## src/rx_consts.svh

```systemverilog
// receive chain constants
// channel geometry, frame shape and buffer sizing
`ifndef RX_CONSTS_SVH
`define RX_CONSTS_SVH

////////////////////////////////////////////////////////////
// channel geometry
////////////////////////////////////////////////////////////
`define RX_CHANNELS 2        // physical channels, same count of logical ones
`define RX_PAR_SAMPLES 4     // samples per channel per cycle
`define RX_SAMPLE_WIDTH 16   // bits per adc sample

////////////////////////////////////////////////////////////
// timestamp and storage
////////////////////////////////////////////////////////////
`define RX_TSTAMP_WIDTH 32   // frame counter width
`define RX_BUF_DEPTH 8       // kept frames held by the buffer fifo

// index into the mux sources
// must cover raw plus differentiated channels
`define RX_SRC_BITS 2

`endif

```

## src/rx_pkg.sv

```systemverilog
// receive chain types
// frames, configuration words, fifo entries and dma records
`include "rx_consts.svh"

package rx_pkg;

  // sample containers
  typedef logic signed [`RX_SAMPLE_WIDTH-1:0] sample_t;  // one adc sample
  typedef sample_t [`RX_PAR_SAMPLES-1:0] chan_frame_t;   // one channel for one cycle
  typedef chan_frame_t [`RX_CHANNELS-1:0] adc_frame_t;   // every physical channel
  typedef chan_frame_t [2*`RX_CHANNELS-1:0] src_frame_t; // raw sources then differences

  // small index and mask types
  typedef logic [`RX_SRC_BITS-1:0] src_idx_t;
  typedef logic [$clog2(`RX_CHANNELS)-1:0] chan_idx_t;
  typedef logic [`RX_CHANNELS-1:0] chan_mask_t;          // one bit per logical channel
  typedef logic [`RX_TSTAMP_WIDTH-1:0] tstamp_t;

  // mux config, source index per logical channel
  typedef src_idx_t [`RX_CHANNELS-1:0] mux_cfg_t;

  // discriminator thresholds, signed
  typedef struct packed {
    sample_t [`RX_CHANNELS-1:0] high; // enter active above this
    sample_t [`RX_CHANNELS-1:0] low;  // leave active when all below this
  } disc_cfg_t;

  // one fifo entry
  typedef struct packed {
    adc_frame_t data;   // logical frame
    chan_mask_t mask;   // channels worth keeping
    tstamp_t    tstamp; // frame count at arrival
  } kept_frame_t;

  // one record on the dma stream
  typedef struct packed {
    chan_idx_t   chan;
    tstamp_t     tstamp;
    chan_frame_t samples;
  } dma_record_t;

  // hysteresis state of a logical channel
  typedef enum logic {
    IDLE   = 1'b0,
    ACTIVE = 1'b1
  } disc_state_t;

endpackage

```

## src/axis_differentiator.sv

```systemverilog
// differentiator stage
// first difference of each channel across frame boundaries, plus aligned raw copy
`timescale 1ns/1ps
`include "rx_consts.svh"

module axis_differentiator (
  input  logic               clk,
  input  logic               arst_n,
  input  rx_pkg::adc_frame_t adc_data,
  input  logic               adc_valid,
  output rx_pkg::src_frame_t src_data,
  output logic               src_valid
);

  import rx_pkg::*;

  sample_t    prev_last [`RX_CHANNELS]; // last sample of previous valid frame
  adc_frame_t diff;                     // differences for this cycle

  ////////////////////////////////////////////////////////////
  // first difference
  ////////////////////////////////////////////////////////////
  always_comb begin
    for (int ch = 0; ch < `RX_CHANNELS; ch++) begin
      // sample 0 reaches back into the previous frame
      diff[ch][0] = adc_data[ch][0] - prev_last[ch];
      for (int k = 1; k < `RX_PAR_SAMPLES; k++) begin
        diff[ch][k] = adc_data[ch][k] - adc_data[ch][k-1]; // wraps at 16 bits
      end
    end
  end

  // history and valid
  always_ff @(posedge clk or negedge arst_n) begin
    if (!arst_n) begin
      src_valid <= 1'b0;
      for (int ch = 0; ch < `RX_CHANNELS; ch++) begin
        prev_last[ch] <= '0; // first frame differences against zero
      end
    end else begin
      src_valid <= adc_valid;
      if (adc_valid) begin
        for (int ch = 0; ch < `RX_CHANNELS; ch++) begin
          prev_last[ch] <= adc_data[ch][`RX_PAR_SAMPLES-1];
        end
      end
      // history held while valid is low
    end
  end

  ////////////////////////////////////////////////////////////
  // source register
  ////////////////////////////////////////////////////////////
  always_ff @(posedge clk) begin
    if (adc_valid) begin
      for (int ch = 0; ch < `RX_CHANNELS; ch++) begin
        src_data[ch]              <= adc_data[ch]; // raw, same cycle as diff
        src_data[`RX_CHANNELS+ch] <= diff[ch];
      end
    end
  end

endmodule

```

## src/axis_channel_mux.sv

```systemverilog
// channel mux stage
// maps raw and differentiated sources onto the logical channels
`timescale 1ns/1ps
`include "rx_consts.svh"

module axis_channel_mux (
  input  logic               clk,
  input  logic               arst_n,
  input  rx_pkg::src_frame_t src_data,
  input  logic               src_valid,
  input  rx_pkg::mux_cfg_t   mux_cfg,
  input  logic               mux_cfg_valid,
  output rx_pkg::adc_frame_t log_data,
  output logic               log_valid
);

  import rx_pkg::*;

  mux_cfg_t cfg_q; // active source selection

  ////////////////////////////////////////////////////////////
  // config register
  ////////////////////////////////////////////////////////////
  always_ff @(posedge clk or negedge arst_n) begin
    if (!arst_n) begin
      // identity mapping, logical i reads raw channel i
      for (int i = 0; i < `RX_CHANNELS; i++) begin
        cfg_q[i] <= src_idx_t'(i);
      end
    end else if (mux_cfg_valid) begin
      cfg_q <= mux_cfg; // realtime, never refused
    end
  end

  // valid tracks the source by one cycle
  always_ff @(posedge clk or negedge arst_n) begin
    if (!arst_n) begin
      log_valid <= 1'b0;
    end else begin
      log_valid <= src_valid;
    end
  end

  ////////////////////////////////////////////////////////////
  // selection
  ////////////////////////////////////////////////////////////
  always_ff @(posedge clk) begin
    if (src_valid) begin
      for (int i = 0; i < `RX_CHANNELS; i++) begin
        log_data[i] <= src_data[cfg_q[i]]; // old config if written this cycle
      end
    end
  end

  // every source frame produces exactly one logical frame a cycle later
  a_valid_latency: assert property (@(posedge clk) disable iff (!arst_n)
    log_valid == $past(src_valid));

endmodule

```

## src/sample_discriminator.sv

```systemverilog
// sample discriminator stage
// per channel hysteresis against signed thresholds, stamps kept frames with the frame count
`timescale 1ns/1ps
`include "rx_consts.svh"

module sample_discriminator (
  input  logic                clk,
  input  logic                arst_n,
  input  rx_pkg::adc_frame_t  log_data,
  input  logic                log_valid,
  input  rx_pkg::disc_cfg_t   disc_cfg,
  input  logic                disc_cfg_valid,
  output rx_pkg::kept_frame_t kept,
  output logic                kept_valid
);

  import rx_pkg::*;

  disc_cfg_t   cfg_q;                   // latched thresholds
  disc_state_t state_q [`RX_CHANNELS];  // hysteresis state
  disc_state_t state_d [`RX_CHANNELS];
  tstamp_t     frame_cnt;               // counts every valid frame
  chan_mask_t  any_above;               // some sample above high
  chan_mask_t  all_below;               // every sample below low
  chan_mask_t  keep;

  ////////////////////////////////////////////////////////////
  // threshold compare and next state
  ////////////////////////////////////////////////////////////
  always_comb begin
    for (int c = 0; c < `RX_CHANNELS; c++) begin
      any_above[c] = 1'b0;
      all_below[c] = 1'b1;
      for (int k = 0; k < `RX_PAR_SAMPLES; k++) begin
        if (log_data[c][k] > cfg_q.high[c]) any_above[c] = 1'b1; // signed
        if (!(log_data[c][k] < cfg_q.low[c])) all_below[c] = 1'b0;
      end
      state_d[c] = state_q[c];
      keep[c]    = 1'b0;
      case (state_q[c])
        IDLE: begin
          if (any_above[c]) begin
            keep[c]    = 1'b1;
            state_d[c] = ACTIVE;
          end
        end
        ACTIVE: begin
          keep[c] = 1'b1; // closing frame is kept too
          if (all_below[c]) state_d[c] = IDLE;
        end
      endcase
    end
  end

  ////////////////////////////////////////////////////////////
  // control state
  ////////////////////////////////////////////////////////////
  always_ff @(posedge clk or negedge arst_n) begin
    if (!arst_n) begin
      cfg_q      <= '0;
      frame_cnt  <= '0;
      kept_valid <= 1'b0;
      for (int c = 0; c < `RX_CHANNELS; c++) begin
        state_q[c] <= IDLE;
      end
    end else begin
      if (disc_cfg_valid) cfg_q <= disc_cfg;
      kept_valid <= log_valid && (|keep); // empty masks never leave
      if (log_valid) begin
        frame_cnt <= frame_cnt + 1'b1;
        for (int c = 0; c < `RX_CHANNELS; c++) begin
          state_q[c] <= state_d[c];
        end
      end
    end
  end

  // kept frame payload
  always_ff @(posedge clk) begin
    if (log_valid) begin
      kept.data   <= log_data;
      kept.mask   <= keep;
      kept.tstamp <= frame_cnt; // first frame after reset is 0
    end
  end

endmodule

```

## src/sample_buffer.sv

```systemverilog
// sample buffer stage
// fifo of kept frames, serialized into one dma record per kept channel
`timescale 1ns/1ps
`include "rx_consts.svh"

module sample_buffer (
  input  logic                clk,
  input  logic                arst_n,
  input  rx_pkg::kept_frame_t kept,
  input  logic                kept_valid,
  output rx_pkg::dma_record_t dma_data,
  output logic                dma_valid,
  output logic                dma_last,
  input  logic                dma_ready,
  output logic                overflow
);

  import rx_pkg::*;

  localparam int AW = $clog2(`RX_BUF_DEPTH);

  kept_frame_t mem [`RX_BUF_DEPTH]; // frame storage
  logic [AW-1:0] wr_ptr;
  logic [AW-1:0] rd_ptr;
  logic [AW:0]   count;             // 0 to depth
  logic          full;
  logic          empty;
  logic          wr_en;
  logic          pop;               // last record of head accepted
  kept_frame_t   head;
  chan_mask_t    sent_q;            // head channels already sent
  chan_mask_t    remain;
  chan_idx_t     cur_ch;

  assign full   = (count == (AW+1)'(`RX_BUF_DEPTH));
  assign empty  = (count == '0);
  assign wr_en  = kept_valid && !full; // full fifo drops the whole frame
  assign head   = mem[rd_ptr];
  assign remain = head.mask & ~sent_q;

  ////////////////////////////////////////////////////////////
  // serializer
  ////////////////////////////////////////////////////////////
  always_comb begin
    cur_ch = '0;
    // lowest unsent channel wins
    for (int c = `RX_CHANNELS-1; c >= 0; c--) begin
      if (remain[c]) cur_ch = chan_idx_t'(c);
    end
  end

  assign dma_valid        = !empty;
  assign dma_last         = dma_valid && ((remain & ~(chan_mask_t'(1) << cur_ch)) == '0);
  assign pop              = dma_valid && dma_ready && dma_last;
  assign dma_data.chan    = cur_ch;
  assign dma_data.tstamp  = head.tstamp;
  assign dma_data.samples = head.data[cur_ch];

  ////////////////////////////////////////////////////////////
  // fifo control
  ////////////////////////////////////////////////////////////
  always_ff @(posedge clk or negedge arst_n) begin
    if (!arst_n) begin
      wr_ptr   <= '0;
      rd_ptr   <= '0;
      count    <= '0;
      sent_q   <= '0;
      overflow <= 1'b0;
    end else begin
      if (kept_valid && full) overflow <= 1'b1; // sticky until reset
      if (wr_en) wr_ptr <= (wr_ptr == AW'(`RX_BUF_DEPTH-1)) ? '0 : wr_ptr + 1'b1;
      if (pop) rd_ptr <= (rd_ptr == AW'(`RX_BUF_DEPTH-1)) ? '0 : rd_ptr + 1'b1;
      case ({wr_en, pop})
        2'b10:   count <= count + 1'b1;
        2'b01:   count <= count - 1'b1;
        default: count <= count;
      endcase
      if (dma_valid && dma_ready) begin
        sent_q <= dma_last ? '0 : (sent_q | (chan_mask_t'(1) << cur_ch));
      end
    end
  end

  always_ff @(posedge clk) begin
    if (wr_en) mem[wr_ptr] <= kept;
  end

  // dropped frame leaves the write side untouched
  a_no_write_full: assert property (@(posedge clk) disable iff (!arst_n)
    (kept_valid && full) |=> (wr_ptr == $past(wr_ptr)));

  // record held steady under back-pressure
  a_stall_stable: assert property (@(posedge clk) disable iff (!arst_n)
    (dma_valid && !dma_ready) |=> (dma_valid && $stable(dma_data) && $stable(dma_last)));

  // upstream never stores an empty mask, so every record has its bit set
  a_mask_bit: assert property (@(posedge clk) disable iff (!arst_n)
    dma_valid |-> head.mask[cur_ch]);

endmodule

```

## src/receive_top.sv

```systemverilog
// receive chain top level
// differentiator, channel mux, discriminator and sample buffer in series
`timescale 1ns/1ps

module receive_top (
  input  logic                clk,
  input  logic                arst_n,
  // adc frames, realtime
  input  rx_pkg::adc_frame_t  adc_data,
  input  logic                adc_valid,
  // configuration, realtime
  input  rx_pkg::mux_cfg_t    mux_cfg,
  input  logic                mux_cfg_valid,
  input  rx_pkg::disc_cfg_t   disc_cfg,
  input  logic                disc_cfg_valid,
  // dma record stream
  output rx_pkg::dma_record_t dma_data,
  output logic                dma_valid,
  output logic                dma_last,
  input  logic                dma_ready,
  output logic                overflow
);

  import rx_pkg::*;

  src_frame_t  src_data;   // raw and differentiated sources
  logic        src_valid;
  adc_frame_t  log_data;   // logical channels
  logic        log_valid;
  kept_frame_t kept;       // frames worth storing
  logic        kept_valid;

  ////////////////////////////////////////////////////////////
  // source generation and selection
  ////////////////////////////////////////////////////////////
  axis_differentiator differentiator_i (
    .clk,
    .arst_n,
    .adc_data,
    .adc_valid,
    .src_data,
    .src_valid
  );

  axis_channel_mux channel_mux_i (
    .clk,
    .arst_n,
    .src_data,
    .src_valid,
    .mux_cfg,
    .mux_cfg_valid,
    .log_data,
    .log_valid
  );

  ////////////////////////////////////////////////////////////
  // selection of frames and storage
  ////////////////////////////////////////////////////////////
  sample_discriminator discriminator_i (
    .clk,
    .arst_n,
    .log_data,
    .log_valid,
    .disc_cfg,
    .disc_cfg_valid,
    .kept,
    .kept_valid
  );

  sample_buffer buffer_i (
    .clk,
    .arst_n,
    .kept,
    .kept_valid,
    .dma_data,
    .dma_valid,
    .dma_last,
    .dma_ready,
    .overflow
  );

endmodule

```

## config.mk

```make
export PLATFORM = sky130hd
export DESIGN_NAME = receive_top
export DESIGN_NICKNAME = d
export VERILOG_FILES = /design/src/rx_pkg.sv /design/src/axis_differentiator.sv /design/src/axis_channel_mux.sv /design/src/sample_discriminator.sv /design/src/sample_buffer.sv /design/src/receive_top.sv
export VERILOG_INCLUDE_DIRS = /design/src /design/src/src
export SDC_FILE = /design/constraint.sdc
export NUM_CORES = 2
export LEC_CHECK = 0
export BUFFER_PORTS_ARGS = -buffer_cell sky130_fd_sc_hd__clkbuf_2
export CAP_MARGIN = 20
export CORE_AREA = 2 2 380 382
export DETAILED_ROUTE_END_ITERATION = 16
export DIE_AREA = 0 0 382 384
export HOLD_SLACK_MARGIN = 0.15
export PLACE_DENSITY_LB_ADDON = 0.15
export SETUP_SLACK_MARGIN = 0.1
export SLEW_MARGIN = 20
export SYNTH_ARGS = -nofsm -noshare
export SYNTH_HDL_FRONTEND = slang
export SYNTH_SLANG_ARGS = --single-unit
```

## constraint.sdc

```tcl
create_clock -name clk -period 26.7 [get_ports clk]
set_input_delay 4.005 -clock clk [delete_from_list [all_inputs] [get_ports clk]]
set_output_delay 4.005 -clock clk [all_outputs]
set_load 0.01 [all_outputs]
```

==> results_dict.tcl <==
set metrics [dict create \
    status "completed" \
    multiInputGateArea_mm2 0.02444 \
    avgViaCountPerCell 6.403 \
    finalHoldViolCount 0 \
    synthToLayoutAreaGrowth_pct 11.60 \
    cts_buffer_depth 3 \
    setup_viol 0 \
    nets 5567 \
    vias 45150 \
    yosysWarningCount 0 \
    htreeDepth 4 \
    io_pins 302 \
    finalSetupTns_ns 0 \
    cts_buffers 192 \
    clkSinkCount 1992 \
    cts_setup_buffers 0 \
    grtUsageTotal_pct 29.50 \
    nFillCells 9423 \
    cp.required_ns 22.69 \
    slew_violations 0 \
    clk_latency_ns 0.84 \
    synth_edf_count 1842 \
    grt_max_degree 162 \
    routed_wl_um 213200 \
    hold_buffers 0 \
    drive_above_1_share_pct 23.72 \
    portBuffers 301 \
    worst_slew_pin_slew_ns 1.122 \
    dr.first_iter.drc_count 5172 \
    r2r_setup_slack_ns 22.96 \
    die_h_um 384 \
    cts_resized 0 \
    worst_setup_path_start_kind "flip-flop" \
    postSynthCellCount 4567 \
    antenna_found_initial 16 \
    fp-row-count 139 \
    grt_overflow 0 \
    finalCritPeriodShare_pct 35.68 \
    hold_class "reg -> reg" \
    start_util_pct 59.49 \
    yosysSeqAreaShare_pct 69.54 \
    powerDensity_mw_per_mm2 95.73 \
    syn_avg_cell_area_um2 18.60 \
    grt_pass1_vias 44590 \
    drv_cap 0 \
    drcViolationCount 0 \
    clk_pin_slew_ns 0.06 \
    synth_cell_type_count 66 \
    die_w_um 382 \
    crit_path_max_fanout 49 \
    core_mm2 0.1428 \
    rsz0062_at_grt "no" \
    post-route-min-period_ns 9.525 \
    crit_type "reg -> out" \
    whs_ns 0.4858 \
    dr.pass1.iters 5 \
    gp_congestion 0.9173 \
    syn_nets 5154 \
    place_hpwl_um 143100 \
    cp-end-kind "output pin" \
    maxSlewHeadroom_pct 25.22 \
    clockRootBuffer "clkbuf_16" \
    ir_drop_mv 0.1175 \
    ant_nets 0 \
    grt_pass1_wl_um 307400 \
    fin_skew_ns 0.03272 \
    wl_per_cell_um 30.23 \
    synth_seq_cells 1992 \
    synth_async_sr_flop_share_pct 7.530 \
    tritoncts "built" \
    synth-main-ff-cell "edfxtp_1" \
    max_freq_ghz 0.1050 \
    seqCellArea_mm2 0.05910 \
    power.leakage_uw 0.03343 \
    synth_area_mm2 0.08495 \
    die_area_mm2 0.1467 \
    arrival_ns 5.52 \
]
==> cells in the final DEF, fill, tap and decap left out, types with 10 or more instances in the layout <==
master     count
o31ai_1       17
or3_1         13
xor2_1        26
and3_1        16
a21o_1        31
edfxtp_1    1842
clkinv_1      47
inv_1        236
nand3_1       61
dfrtp_1      141
nand2b_1      28
clkbuf_2     298
clkbuf_1      50
o21ai_0      169
nand2_1      172
buf_4         55
xnor2_1       98
o21a_1        46
a21boi_0      10
o211ai_1      11
clkinv_2      30
a211oi_1      24
mux4_2       516
mux2_2        50
ha_1         376
clkbuf_16    194
nor3_1        58
a31oi_1       13
nor2b_1       32
nand4_1       38
a2111oi_0     14
a21oi_1      116
nor2_1       130
o21bai_1      11
==> logic make-up (layout without fill, tap and decap cells) <==
| group | count (synthesis) | in the layout | synth area share [%] |
|---|---|---|---|
| xor+xnor | 124 | 124 | 1.278 |
| fa+ha+maj | 385 | 385 | 5.750 |
| other cells | 0 | 9 | 0 |
| mux | 572 | 572 | 14.41 |
| simple gates | 609 | 609 | 3.479 |
| flops | 1992 | 1992 | 69.54 |
| buf+inv | 376 | 948 | 1.762 |
| compound gates | 509 | 509 | 3.781 |
==> cells in the mapped netlist, drive strengths merged, types with 5 or more instances <==
library cell     n  area share, %
nand3b           5          0.044
nand2b          28           0.21
nor4            10          0.074
a2111oi         21           0.27
inv            236            1.0
fa               9           0.21
buf             42           0.29
and4             9          0.093
dfrtp          149            4.4
mux2i            6          0.071
o21ai          170            1.0
a211o            7          0.072
a21boi          11          0.097
nand2          172           0.76
mux4           516             14
a21o            31           0.27
xor2            26           0.27
mux2            50           0.66
a31oi           13          0.096
nand3           61           0.36
nor2           133           0.59
ha             376            5.5
o21bai          11          0.097
edfxtp        1842             65
and3            16           0.12
nor3            62           0.37
xnor2           98            1.0
o21a            46           0.41
or2              9          0.066
o211ai          11          0.097
and2             8          0.059
a21oi          116           0.68
nor2b           32           0.24
or3             13          0.096
o2111ai          6          0.062
a211oi          24           0.21
o31ai           17           0.15
nand4           38           0.28
clkbuf          98           0.43
==> area by class of cell <==
| type | instances | share of cell area [%] |
|---|---|---|
| well taps | 1903 | 2.512 |
| clock buffers | 247 | 5.362 |
| diodes | 9 | 0.02376 |
| repair buffers | 359 | 2.121 |
| inverters | 236 | 0.9344 |
| multi-input cells | 2199 | 25.78 |
| flip-flops and latches | 1992 | 62.34 |
| clock inverters | 106 | 0.9318 |
==> layer usage <==
| metal | track usage, % | vias up | part of all wire (%) |
|---|---|---|---|
| met4 | 12.36 | 8 | 4.5 |
| met2 | 44.89 | 2215 | 47 |
| met3 | 5.564 | 369 | 8.7 |
| met1 | 42.62 | 23280 | 40 |
| li1 | - | 19270 | - |
| met5 | 0 | - | 0.021 |
==> power by group <==
part	leakage, uW	internal, uW	switching (uW)
sequential	0.0190	3920	264
combinational	0.0116	1070	1240
clock	0.00290	1430	1150
total	0.0334	6420	2660
==> per-stage QoR <==
stage	setup slack (ns)	area (um^2)	std cells	power, uW	util (%)
CTS	16.93	94760	7041	9154	66.36
floorplan	9.640	84950	4567	5820	-
global placement	17.89	88790	6688	6537	62.19
detailed placement	17.85	88790	6688	6586	62.19
finish	17.17	94800	7051	9075	66.39
global route	16.67	94780	7042	9435	66.38
==> registers in the layout, summed over array words and instances, names as in the netlist, 32 cells and up <==
signal,flops
differentiator_i.prev_last,32
channel_mux_i.log_data,128
discriminator_i.frame_cnt,32
discriminator_i.cfg_q,64
buffer_i.mem,1296
differentiator_i.src_data,256
discriminator_i.kept,162
==> final timing paths <==
check	cells past startpoint	from	to
min	1	discriminator_i.frame_cnt[31]	discriminator_i.frame_cnt[31]
max	6	buffer_i.rd_ptr[0]	dma_data[23]
max in group asynchronous	3	arst_n	buffer_i.rd_ptr[1]
min reg2reg	1	discriminator_i.frame_cnt[31]	discriminator_i.frame_cnt[31]
max reg2reg	12	buffer_i.rd_ptr[0]	buffer_i.count[3]
min in group asynchronous	1	arst_n	differentiator_i.prev_last[27]
==> critical path, stage by stage, from the launching register on <==
cell and delay (ns):
dfrtp_4 0.96, buf_4 0.77, buf_4 0.69, buf_4 0.86, mux4_2 0.61, mux4_2 0.52, clkbuf_2 0.15
(Power assumes the default switching activity.)
